===== src/nibble_regs_pkg.sv =====
`default_nettype none

package nibble_regs_pkg;

  typedef logic [3:0]  nibble_t;
  typedef logic [11:0] addr_t;
  typedef logic [7:0]  imm_t;
  typedef logic [4:0]  sel_t;
  typedef logic [1:0]  inc_t;

  // Bus selector codes, shared by source and destination
  localparam sel_t SEL_A              = 5'd0;
  localparam sel_t SEL_B              = 5'd1;
  localparam sel_t SEL_TEMPA          = 5'd2;
  localparam sel_t SEL_TEMPB          = 5'd3;
  localparam sel_t SEL_FLAGS          = 5'd4;
  localparam sel_t SEL_XL             = 5'd5;
  localparam sel_t SEL_XH             = 5'd6;
  localparam sel_t SEL_XP             = 5'd7;
  localparam sel_t SEL_YL             = 5'd8;
  localparam sel_t SEL_YH             = 5'd9;
  localparam sel_t SEL_YP             = 5'd10;
  localparam sel_t SEL_SPL            = 5'd11;
  localparam sel_t SEL_SPH            = 5'd12;
  localparam sel_t SEL_ALU            = 5'd13;
  localparam sel_t SEL_ALU_WITH_FLAGS = 5'd14;
  localparam sel_t SEL_IMML           = 5'd15;
  localparam sel_t SEL_IMMH           = 5'd16;
  localparam sel_t SEL_ONE            = 5'd17;
  localparam sel_t SEL_MX             = 5'd18;
  localparam sel_t SEL_MY             = 5'd19;
  localparam sel_t SEL_MN             = 5'd20;
  localparam sel_t SEL_MSP            = 5'd21;

  // Post-increment select
  localparam inc_t INC_NONE = 2'd0;
  localparam inc_t INC_X    = 2'd1;
  localparam inc_t INC_Y    = 2'd2;
  localparam inc_t INC_SP   = 2'd3;

  typedef enum logic [1:0] {IDLE, FETCH, WRITE} seq_state_t;

  function automatic logic sel_is_mem(input sel_t sel);
    return (sel == SEL_MX) || (sel == SEL_MY) || (sel == SEL_MN) || (sel == SEL_MSP);
  endfunction

endpackage

`default_nettype wire

===== src/reg_bus_if.sv =====
`timescale 1ns/1ps
`default_nettype none

interface reg_bus_if;
  import nibble_regs_pkg::*;

  // Selectors latched for the microinstruction in flight
  sel_t    src;
  sel_t    dst;
  inc_t    inc;
  logic    write_phase;

  // Nibble on the internal bus
  nibble_t bus;
  // X, Y or SP nibble picked by src
  nibble_t index_nibble;

  modport seq (
    output src, dst, inc, write_phase
  );

  modport data (
    input  src, dst, write_phase, index_nibble,
    output bus
  );

  modport index (
    input  src, dst, inc, write_phase, bus,
    output index_nibble
  );

endinterface

`default_nettype wire


===== src/nibble_regs.sv =====
`timescale 1ns/1ps
`default_nettype none

module nibble_regs (
  input  wire logic                     clk,
  input  wire logic                     rst_n,
  input  wire logic                     start,
  input  wire nibble_regs_pkg::sel_t    src_sel,
  input  wire nibble_regs_pkg::sel_t    dst_sel,
  input  wire nibble_regs_pkg::inc_t    inc_sel,
  input  wire nibble_regs_pkg::nibble_t alu,
  input  wire logic                     alu_zero,
  input  wire logic                     alu_carry,
  input  wire nibble_regs_pkg::imm_t    immed,
  input  wire nibble_regs_pkg::nibble_t mem_read_data,
  output      logic                     busy,
  output      logic                     mem_write_en,
  output      nibble_regs_pkg::addr_t   mem_addr,
  output      nibble_regs_pkg::nibble_t mem_write_data
);

  reg_bus_if rbus ();

  micro_sequencer micro_sequencer_inst (
    .clk    (clk),
    .rst_n  (rst_n),
    .start  (start),
    .src_in (src_sel),
    .dst_in (dst_sel),
    .inc_in (inc_sel),
    .busy   (busy),
    .bus    (rbus.seq)
  );

  index_regs index_regs_inst (
    .clk      (clk),
    .rst_n    (rst_n),
    .bus      (rbus.index),
    .immed    (immed),
    .mem_addr (mem_addr)
  );

  data_regs data_regs_inst (
    .clk            (clk),
    .rst_n          (rst_n),
    .bus            (rbus.data),
    .alu            (alu),
    .alu_zero       (alu_zero),
    .alu_carry      (alu_carry),
    .immed          (immed),
    .mem_read_data  (mem_read_data),
    .mem_write_en   (mem_write_en),
    .mem_write_data (mem_write_data)
  );

endmodule

`default_nettype wire


===== src/data_regs.sv =====
`timescale 1ns/1ps
`default_nettype none

module data_regs (
  input  wire logic                    clk,
  input  wire logic                    rst_n,
  reg_bus_if.data                      bus,
  input  wire nibble_regs_pkg::nibble_t alu,
  input  wire logic                    alu_zero,
  input  wire logic                    alu_carry,
  input  wire nibble_regs_pkg::imm_t   immed,
  input  wire nibble_regs_pkg::nibble_t mem_read_data,
  output      logic                    mem_write_en,
  output      nibble_regs_pkg::nibble_t mem_write_data
);
  import nibble_regs_pkg::*;

  // Decimal is flag bit 2 and interrupt bit 3
  localparam int FLAG_CARRY = 0;
  localparam int FLAG_ZERO  = 1;

  nibble_t a;
  nibble_t b;
  nibble_t temp_a;
  nibble_t temp_b;
  nibble_t flags;
  nibble_t bus_value;

  // ------------------------------------------------------------------
  // Bus source mux
  // ------------------------------------------------------------------
  always_comb begin
    case (bus.src)
      SEL_A:              bus_value = a;
      SEL_B:              bus_value = b;
      SEL_TEMPA:          bus_value = temp_a;
      SEL_TEMPB:          bus_value = temp_b;
      SEL_FLAGS:          bus_value = flags;
      SEL_ALU,
      SEL_ALU_WITH_FLAGS: bus_value = alu;
      SEL_IMML:           bus_value = immed[3:0];
      SEL_IMMH:           bus_value = immed[7:4];
      SEL_ONE:            bus_value = 4'h1;
      SEL_XL, SEL_XH, SEL_XP,
      SEL_YL, SEL_YH, SEL_YP,
      SEL_SPL, SEL_SPH:   bus_value = bus.index_nibble;
      // Read data arrives by the write phase
      SEL_MX, SEL_MY,
      SEL_MN, SEL_MSP:    bus_value = mem_read_data;
      default:            bus_value = '0;
    endcase
  end

  assign bus.bus = bus_value;

  // ------------------------------------------------------------------
  // Register writes
  // ------------------------------------------------------------------
  always_ff @(posedge clk) begin
    if (!rst_n) begin
      a      <= '0;
      b      <= '0;
      temp_a <= '0;
      temp_b <= '0;
      flags  <= '0;
    end else if (bus.write_phase) begin
      case (bus.dst)
        SEL_A:     a      <= bus_value;
        SEL_B:     b      <= bus_value;
        SEL_TEMPA: temp_a <= bus_value;
        SEL_TEMPB: temp_b <= bus_value;
        SEL_FLAGS: flags  <= bus_value;
        default:   ;
      endcase

      // ALU carry and zero copied, decimal and interrupt kept
      if (bus.src == SEL_ALU_WITH_FLAGS && bus.dst != SEL_FLAGS) begin
        flags[FLAG_CARRY] <= alu_carry;
        flags[FLAG_ZERO]  <= alu_zero;
      end
    end
  end

  // Memory write path
  assign mem_write_en   = bus.write_phase && sel_is_mem(bus.dst);
  assign mem_write_data = bus_value;

endmodule

`default_nettype wire


===== src/index_regs.sv =====
`timescale 1ns/1ps
`default_nettype none

module index_regs (
  input  wire logic                   clk,
  input  wire logic                   rst_n,
  reg_bus_if.index                    bus,
  input  wire nibble_regs_pkg::imm_t  immed,
  output      nibble_regs_pkg::addr_t mem_addr
);
  import nibble_regs_pkg::*;

  addr_t         x;
  addr_t         y;
  logic [7:0]    sp;
  logic          x_hit;
  logic          y_hit;
  logic          sp_hit;
  sel_t          operand;
  nibble_t       index_value;

  assign x_hit  = bus.dst inside {SEL_XL, SEL_XH, SEL_XP};
  assign y_hit  = bus.dst inside {SEL_YL, SEL_YH, SEL_YP};
  assign sp_hit = bus.dst inside {SEL_SPL, SEL_SPH};

  // ------------------------------------------------------------------
  // Nibble writes and post-increment
  // ------------------------------------------------------------------
  // A register write beats the increment of the same register
  always_ff @(posedge clk) begin
    if (!rst_n) begin
      x  <= '0;
      y  <= '0;
      sp <= '0;
    end else if (bus.write_phase) begin
      if (x_hit) begin
        case (bus.dst)
          SEL_XL:  x[3:0]  <= bus.bus;
          SEL_XH:  x[7:4]  <= bus.bus;
          default: x[11:8] <= bus.bus;
        endcase
      end else if (bus.inc == INC_X) begin
        // Page nibble stays put
        x <= {x[11:8], x[7:0] + 8'd1};
      end

      if (y_hit) begin
        case (bus.dst)
          SEL_YL:  y[3:0]  <= bus.bus;
          SEL_YH:  y[7:4]  <= bus.bus;
          default: y[11:8] <= bus.bus;
        endcase
      end else if (bus.inc == INC_Y) begin
        y <= {y[11:8], y[7:0] + 8'd1};
      end

      if (sp_hit) begin
        if (bus.dst == SEL_SPL) begin
          sp[3:0] <= bus.bus;
        end else begin
          sp[7:4] <= bus.bus;
        end
      end else if (bus.inc == INC_SP) begin
        sp <= sp + 8'd1;
      end
    end
  end

  // ------------------------------------------------------------------
  // Memory address and source nibble
  // ------------------------------------------------------------------
  // Source operand wins when both are memory
  assign operand = sel_is_mem(bus.src) ? bus.src : bus.dst;

  always_comb begin
    case (operand)
      SEL_MX:  mem_addr = x;
      SEL_MY:  mem_addr = y;
      SEL_MN:  mem_addr = {4'h0, immed};
      SEL_MSP: mem_addr = {4'h0, sp};
      default: mem_addr = '0;
    endcase
  end

  always_comb begin
    case (bus.src)
      SEL_XL:  index_value = x[3:0];
      SEL_XH:  index_value = x[7:4];
      SEL_XP:  index_value = x[11:8];
      SEL_YL:  index_value = y[3:0];
      SEL_YH:  index_value = y[7:4];
      SEL_YP:  index_value = y[11:8];
      SEL_SPL: index_value = sp[3:0];
      SEL_SPH: index_value = sp[7:4];
      default: index_value = '0;
    endcase
  end

  assign bus.index_nibble = index_value;

endmodule

`default_nettype wire


===== src/micro_sequencer.sv =====
`timescale 1ns/1ps
`default_nettype none

module micro_sequencer (
  input  wire logic                  clk,
  input  wire logic                  rst_n,
  input  wire logic                  start,
  input  wire nibble_regs_pkg::sel_t src_in,
  input  wire nibble_regs_pkg::sel_t dst_in,
  input  wire nibble_regs_pkg::inc_t inc_in,
  output      logic                  busy,
  reg_bus_if.seq                     bus
);
  import nibble_regs_pkg::*;

  seq_state_t state;

  // Fetch, then write, then back to idle
  always_ff @(posedge clk) begin
    if (!rst_n) begin
      state <= IDLE;
    end else begin
      case (state)
        IDLE:    state <= start ? FETCH : IDLE;
        FETCH:   state <= WRITE;
        WRITE:   state <= IDLE;
        default: state <= IDLE;
      endcase
    end
  end

  // Selectors only taken on an accepted start
  always_ff @(posedge clk) begin
    if (!rst_n) begin
      bus.src <= SEL_A;
      bus.dst <= SEL_A;
      bus.inc <= INC_NONE;
    end else if (state == IDLE && start) begin
      bus.src <= src_in;
      bus.dst <= dst_in;
      bus.inc <= inc_in;
    end
  end

  assign busy            = (state != IDLE);
  assign bus.write_phase = (state == WRITE);

endmodule

`default_nettype wire


===== config.mk =====
export PLATFORM = sky130hd
export DESIGN_NAME = nibble_regs
export DESIGN_NICKNAME = d
export VERILOG_FILES = /design/src/nibble_regs_pkg.sv /design/src/reg_bus_if.sv /design/src/nibble_regs.sv /design/src/data_regs.sv /design/src/index_regs.sv /design/src/micro_sequencer.sv
export SDC_FILE = /design/constraint.sdc
export NUM_CORES = 1
export LEC_CHECK = 0
export BUFFER_PORTS_ARGS = -buffer_cell sky130_fd_sc_hd__buf_2
export CORE_AREA = 3 3 104 106
export DETAILED_ROUTE_END_ITERATION = 8
export DIE_AREA = 0 0 107 109
export GPL_TIMING_DRIVEN = 0
export HOLD_SLACK_MARGIN = 0.03
export REMOVE_ABC_BUFFERS = 1
export SLEW_MARGIN = 20
export SYNTH_ARGS = -nofsm -noshare
export SYNTH_HDL_FRONTEND = slang
export SYNTH_SLANG_ARGS = --single-unit

===== constraint.sdc =====
create_clock -name clk -period 3.3 [get_ports clk]
set_input_delay 0.33 -clock clk [delete_from_list [all_inputs] [get_ports clk]]
set_output_delay 0.33 -clock clk [all_outputs]
set_load 0.02 [all_outputs]

==> key figures <==
Synth
  • Fraction of registers with async set/reset: 0
  • Yosys cell types: between 70 and 80
  • Seq/Total Area, Yosys: 0.296
  • Mapped Avg Cell Area: 7.88 µm²
  • Cell Area, Synth: 0.00446 mm²
  • Post-synth top flop: dfxtp_1
  • Synth top area cells: dfxtp_1 (30%), nand2_1 (6.2%), a21oi_1 (4.5%)
  • EDFF count, synth: 0
  • Synthesized flop and latch total: between 60 and 70
  • Synth cell count leaders: nand2_1 (74), dfxtp_1 (66), nor2_1 (45)
  • Post-synth top area share: 0.296
  • Compound-Gate Fraction of Synth Area: 0.269
  • XOR/XNOR Fraction of Synth Area: 0.00393
  • Adder-cell share of the synthesized area: 0.00842
  • Synth area leader: dfxtp_1
  • Top-count cell post-synth: nand2_1
  • Yosys warns: 0
  • Post-synthesis mux area share: 0.0558
  • Main combinational cell family by area after synthesis: simple AND/OR/NAND/NOR gates
  • Post-Synthesis Cells: 566
  • Post-synthesis simple-gate area fraction: 0.314

Hold path
  • Min-delay src: src_sel[0]
  • Hold path depth: 3
  • Hold Crit Endpoint: micro_sequencer_inst.bus.src[0]
  • Hold Crit Class: in -> reg

STA
  • Worst-margin pin slew: between 1 and 1.5 ns
  • Max Clk Rate: 323 MHz
  • Final period utilization: 0.939
  • Tmin final: between 3 and 4 ns
  • Setup Skew: 0.0110 ns
  • Final hold violation count: 0
  • Setup TNS: 0 ns
  • Rel. slew slack: 0.299
  • Final Max Slew Viols: 0
  • RSZ-0062 raised after global routing: no
  • Final worst setup slack: 0.200 ns
  • Endpoints failing setup: 0

Global route
  • Number of global-route vias before repair: between 4k and 5k
  • Total global routing overflow: 0
  • First-pass GRT wire length: 23700 µm
  • GRT Overall Usage: 0.263
  • Largest net degree at the start of global routing: 55
  • Initial antenna violation count: 1

Clocking
  • Hold_buf cts: 0
  • CTS tree: built
  • Worst-skew pair later-pin latency: 0.36 ns
  • Clk pin slew, worst setup/hold paths: 0.08 ns
  • Max Root-Sink Buffers: 2
  • Num CTS Buffers: 9
  • H-tree Lvls: 3
  • CTS Sinks: 66
  • Root Driver: clkbuf_8

Floorplanning
  • Die Y-Extent: 109 µm
  • Die area: 0.0117 mm²
  • Num ports: 51
  • Core footprint: 0.00986 mm²
  • FP Rows: 36
  • Initial core utilization: 0.452
  • Die Width: approximately 110 µm

Status
  • Outcome: completed

Drt
  • Vias: between 4k and 5k
  • Drt pass-1 iters: 5
  • DRT iter0 DRCs: 380
  • DRT antenna net count: 0
  • Post-route DRC: 0
  • Mean routed wirelength per cell: a little over 20 µm
  • Vias/cell: 6.34
  • Final WL: 14900 µm

Cells and area
  • Layout Utilization: 0.503
  • Final nets: 626
  • Area Overhead vs Synth: 11.2%
  • Ratio of cells with drive above 1 in the final layout: 0.188
  • Ant. Diodes: 0

Worst setup path
  • R2r endpoint: index_regs_inst.x[3]
  • Setup crit start kind: register
  • Worst r2r src: micro_sequencer_inst.bus.src[4]
  • WP data arrival: around 2.8 ns
  • Crit Path Class: reg -> out
  • Crit. End Element: output pin
  • Worst-path maximum fanout: 30
  • Worst r2r path cells: 8
  • CP required: a little under 3 ns
  • Flop-to-flop setup slack: 0.44 ns

Placement
  • Placer congestion estimate: 0.932
  • Dpl hpwl: 10400 µm
  • Port Buffers: 50
  • Post-Place Worst Slack: -0.366 ns

Power and ir drop
  • Pleak: 1.70 nW
  • Maximum vdd drop: ~0.23 mV
  • Power per standard cell area: between 300 and 400 mW/mm²

Flow run
  • Max_cap viols: 0
## sequential cells by signal (all words and copies together), names as in the netlist
register and cells:
micro_sequencer_inst.state 2, data_regs_inst.b 4, index_regs_inst.sp 8, data_regs_inst.flags 4, index_regs_inst.y 12, micro_sequencer_inst.bus.inc 2, data_regs_inst.a 4, data_regs_inst.temp_b 4
micro_sequencer_inst.bus.src 5, data_regs_inst.temp_a 4, micro_sequencer_inst.bus.dst 5, index_regs_inst.x 12
## cell families after synthesis
logic type                 count (synthesis)
and+or+nand+nor                          258
AOI/OAI and AO/OA                        166
DFF                                       66
buffers and inverters                     47
muxes                                     24
adders and majority gates                  3
xor gates and xnor gates                   2
## where the power goes
group	total, W	internal [W]	leakage (nW)	switching [W]
clock	0.000832	0.000471	0.116	0.000361
sequential	0.000879	0.000813	0.537	0.0000657
combinational	0.000217	0.0000808	1.05	0.000136
## worst max-delay path by stage
stage                                          from               endpoint  slack [ns]  depth (start not counted)
finish              micro_sequencer_inst.bus.src[1]      mem_write_data[0]        0.20                          7
global route        micro_sequencer_inst.bus.src[1]      mem_write_data[0]        0.04                          7
CTS                 micro_sequencer_inst.bus.src[2]      mem_write_data[1]        0.04                          7
detailed placement  micro_sequencer_inst.bus.src[2]      mem_write_data[3]       -0.37                          5
global placement    micro_sequencer_inst.bus.src[1]      mem_write_data[3]       -0.40                          5
floorplan           micro_sequencer_inst.bus.src[1]  index_regs_inst.sp[2]        0.61                          6
## per-layer routing
| layer | vias up | wire (µm) | track usage |
|---|---|---|---|
| li1 | 2169 | - | - |
| met1 | 2203 | 6720 | 0.374 |
| met2 | 205 | 6670 | 0.398 |
| met3 | 34 | 1140 | 0.0503 |
| met4 | 2 | 369 | 0.0932 |
| met5 | - | 7 | 0 |
## critical path: stages, from the launching register on
cell	delay (ns)
dfxtp_4	0.60
mux2_1	0.40
a32oi_1	0.16
a21boi_1	0.24
nand4_2	0.35
nor2_1	0.42
inv_1	0.07
buf_2	0.16
## final cells by class
class	instances	area, µm²
Clock inverter	5	85.1
Multi-Input combinational cell	453	2930
Inverter	7	26.3
Sequential cell	66	1340
Clock buffer	11	151
Fill cell	951	4900
Tap cell	133	166
Timing Repair Buffer	53	273
## layout by cell type, fill, tap and decap left out, types with 4 or more instances in the layout
cell type and instances:
o21ai_0 25, nand3b_1 9, clkbuf_8 11, mux2i_1 20, inv_1 4, nor4_1 5, nand3_1 32, nor2b_1 10
dfxtp_1 61, a22o_1 6, nor3b_1 8, a211oi_2 4, nand2b_1 5, a21oi_1 40, a221oi_1 4, or3b_1 5
and2_1 5, a222oi_1 8, nand2_1 74, nor2_1 45, buf_2 50, o21ai_1 18, a211oi_1 7, nand4_1 4
nor3_1 13, a32oi_1 4, and4_1 4, and3_1 12, a31oi_1 16
## repair_timing
action,CTS,global route
gates resized for setup,6,5
endpoints found under the setup margin,29,10
setup buffers,3,0
pin swaps,1,0
## per-stage QoR
stage               std cells  area [µm²]  hold slack, ns  power, W
global route              728        4960           0.203   0.00199
CTS                       728        4940           0.188   0.00194
detailed placement        709        4670           0.439   0.00111
floorplan                 526        4250           0.422   0.00101
global placement          709        4670           0.430   0.00110
finish                    728        4960           0.202   0.00193
No activity file was read; power rests on OpenSTA's default activity.
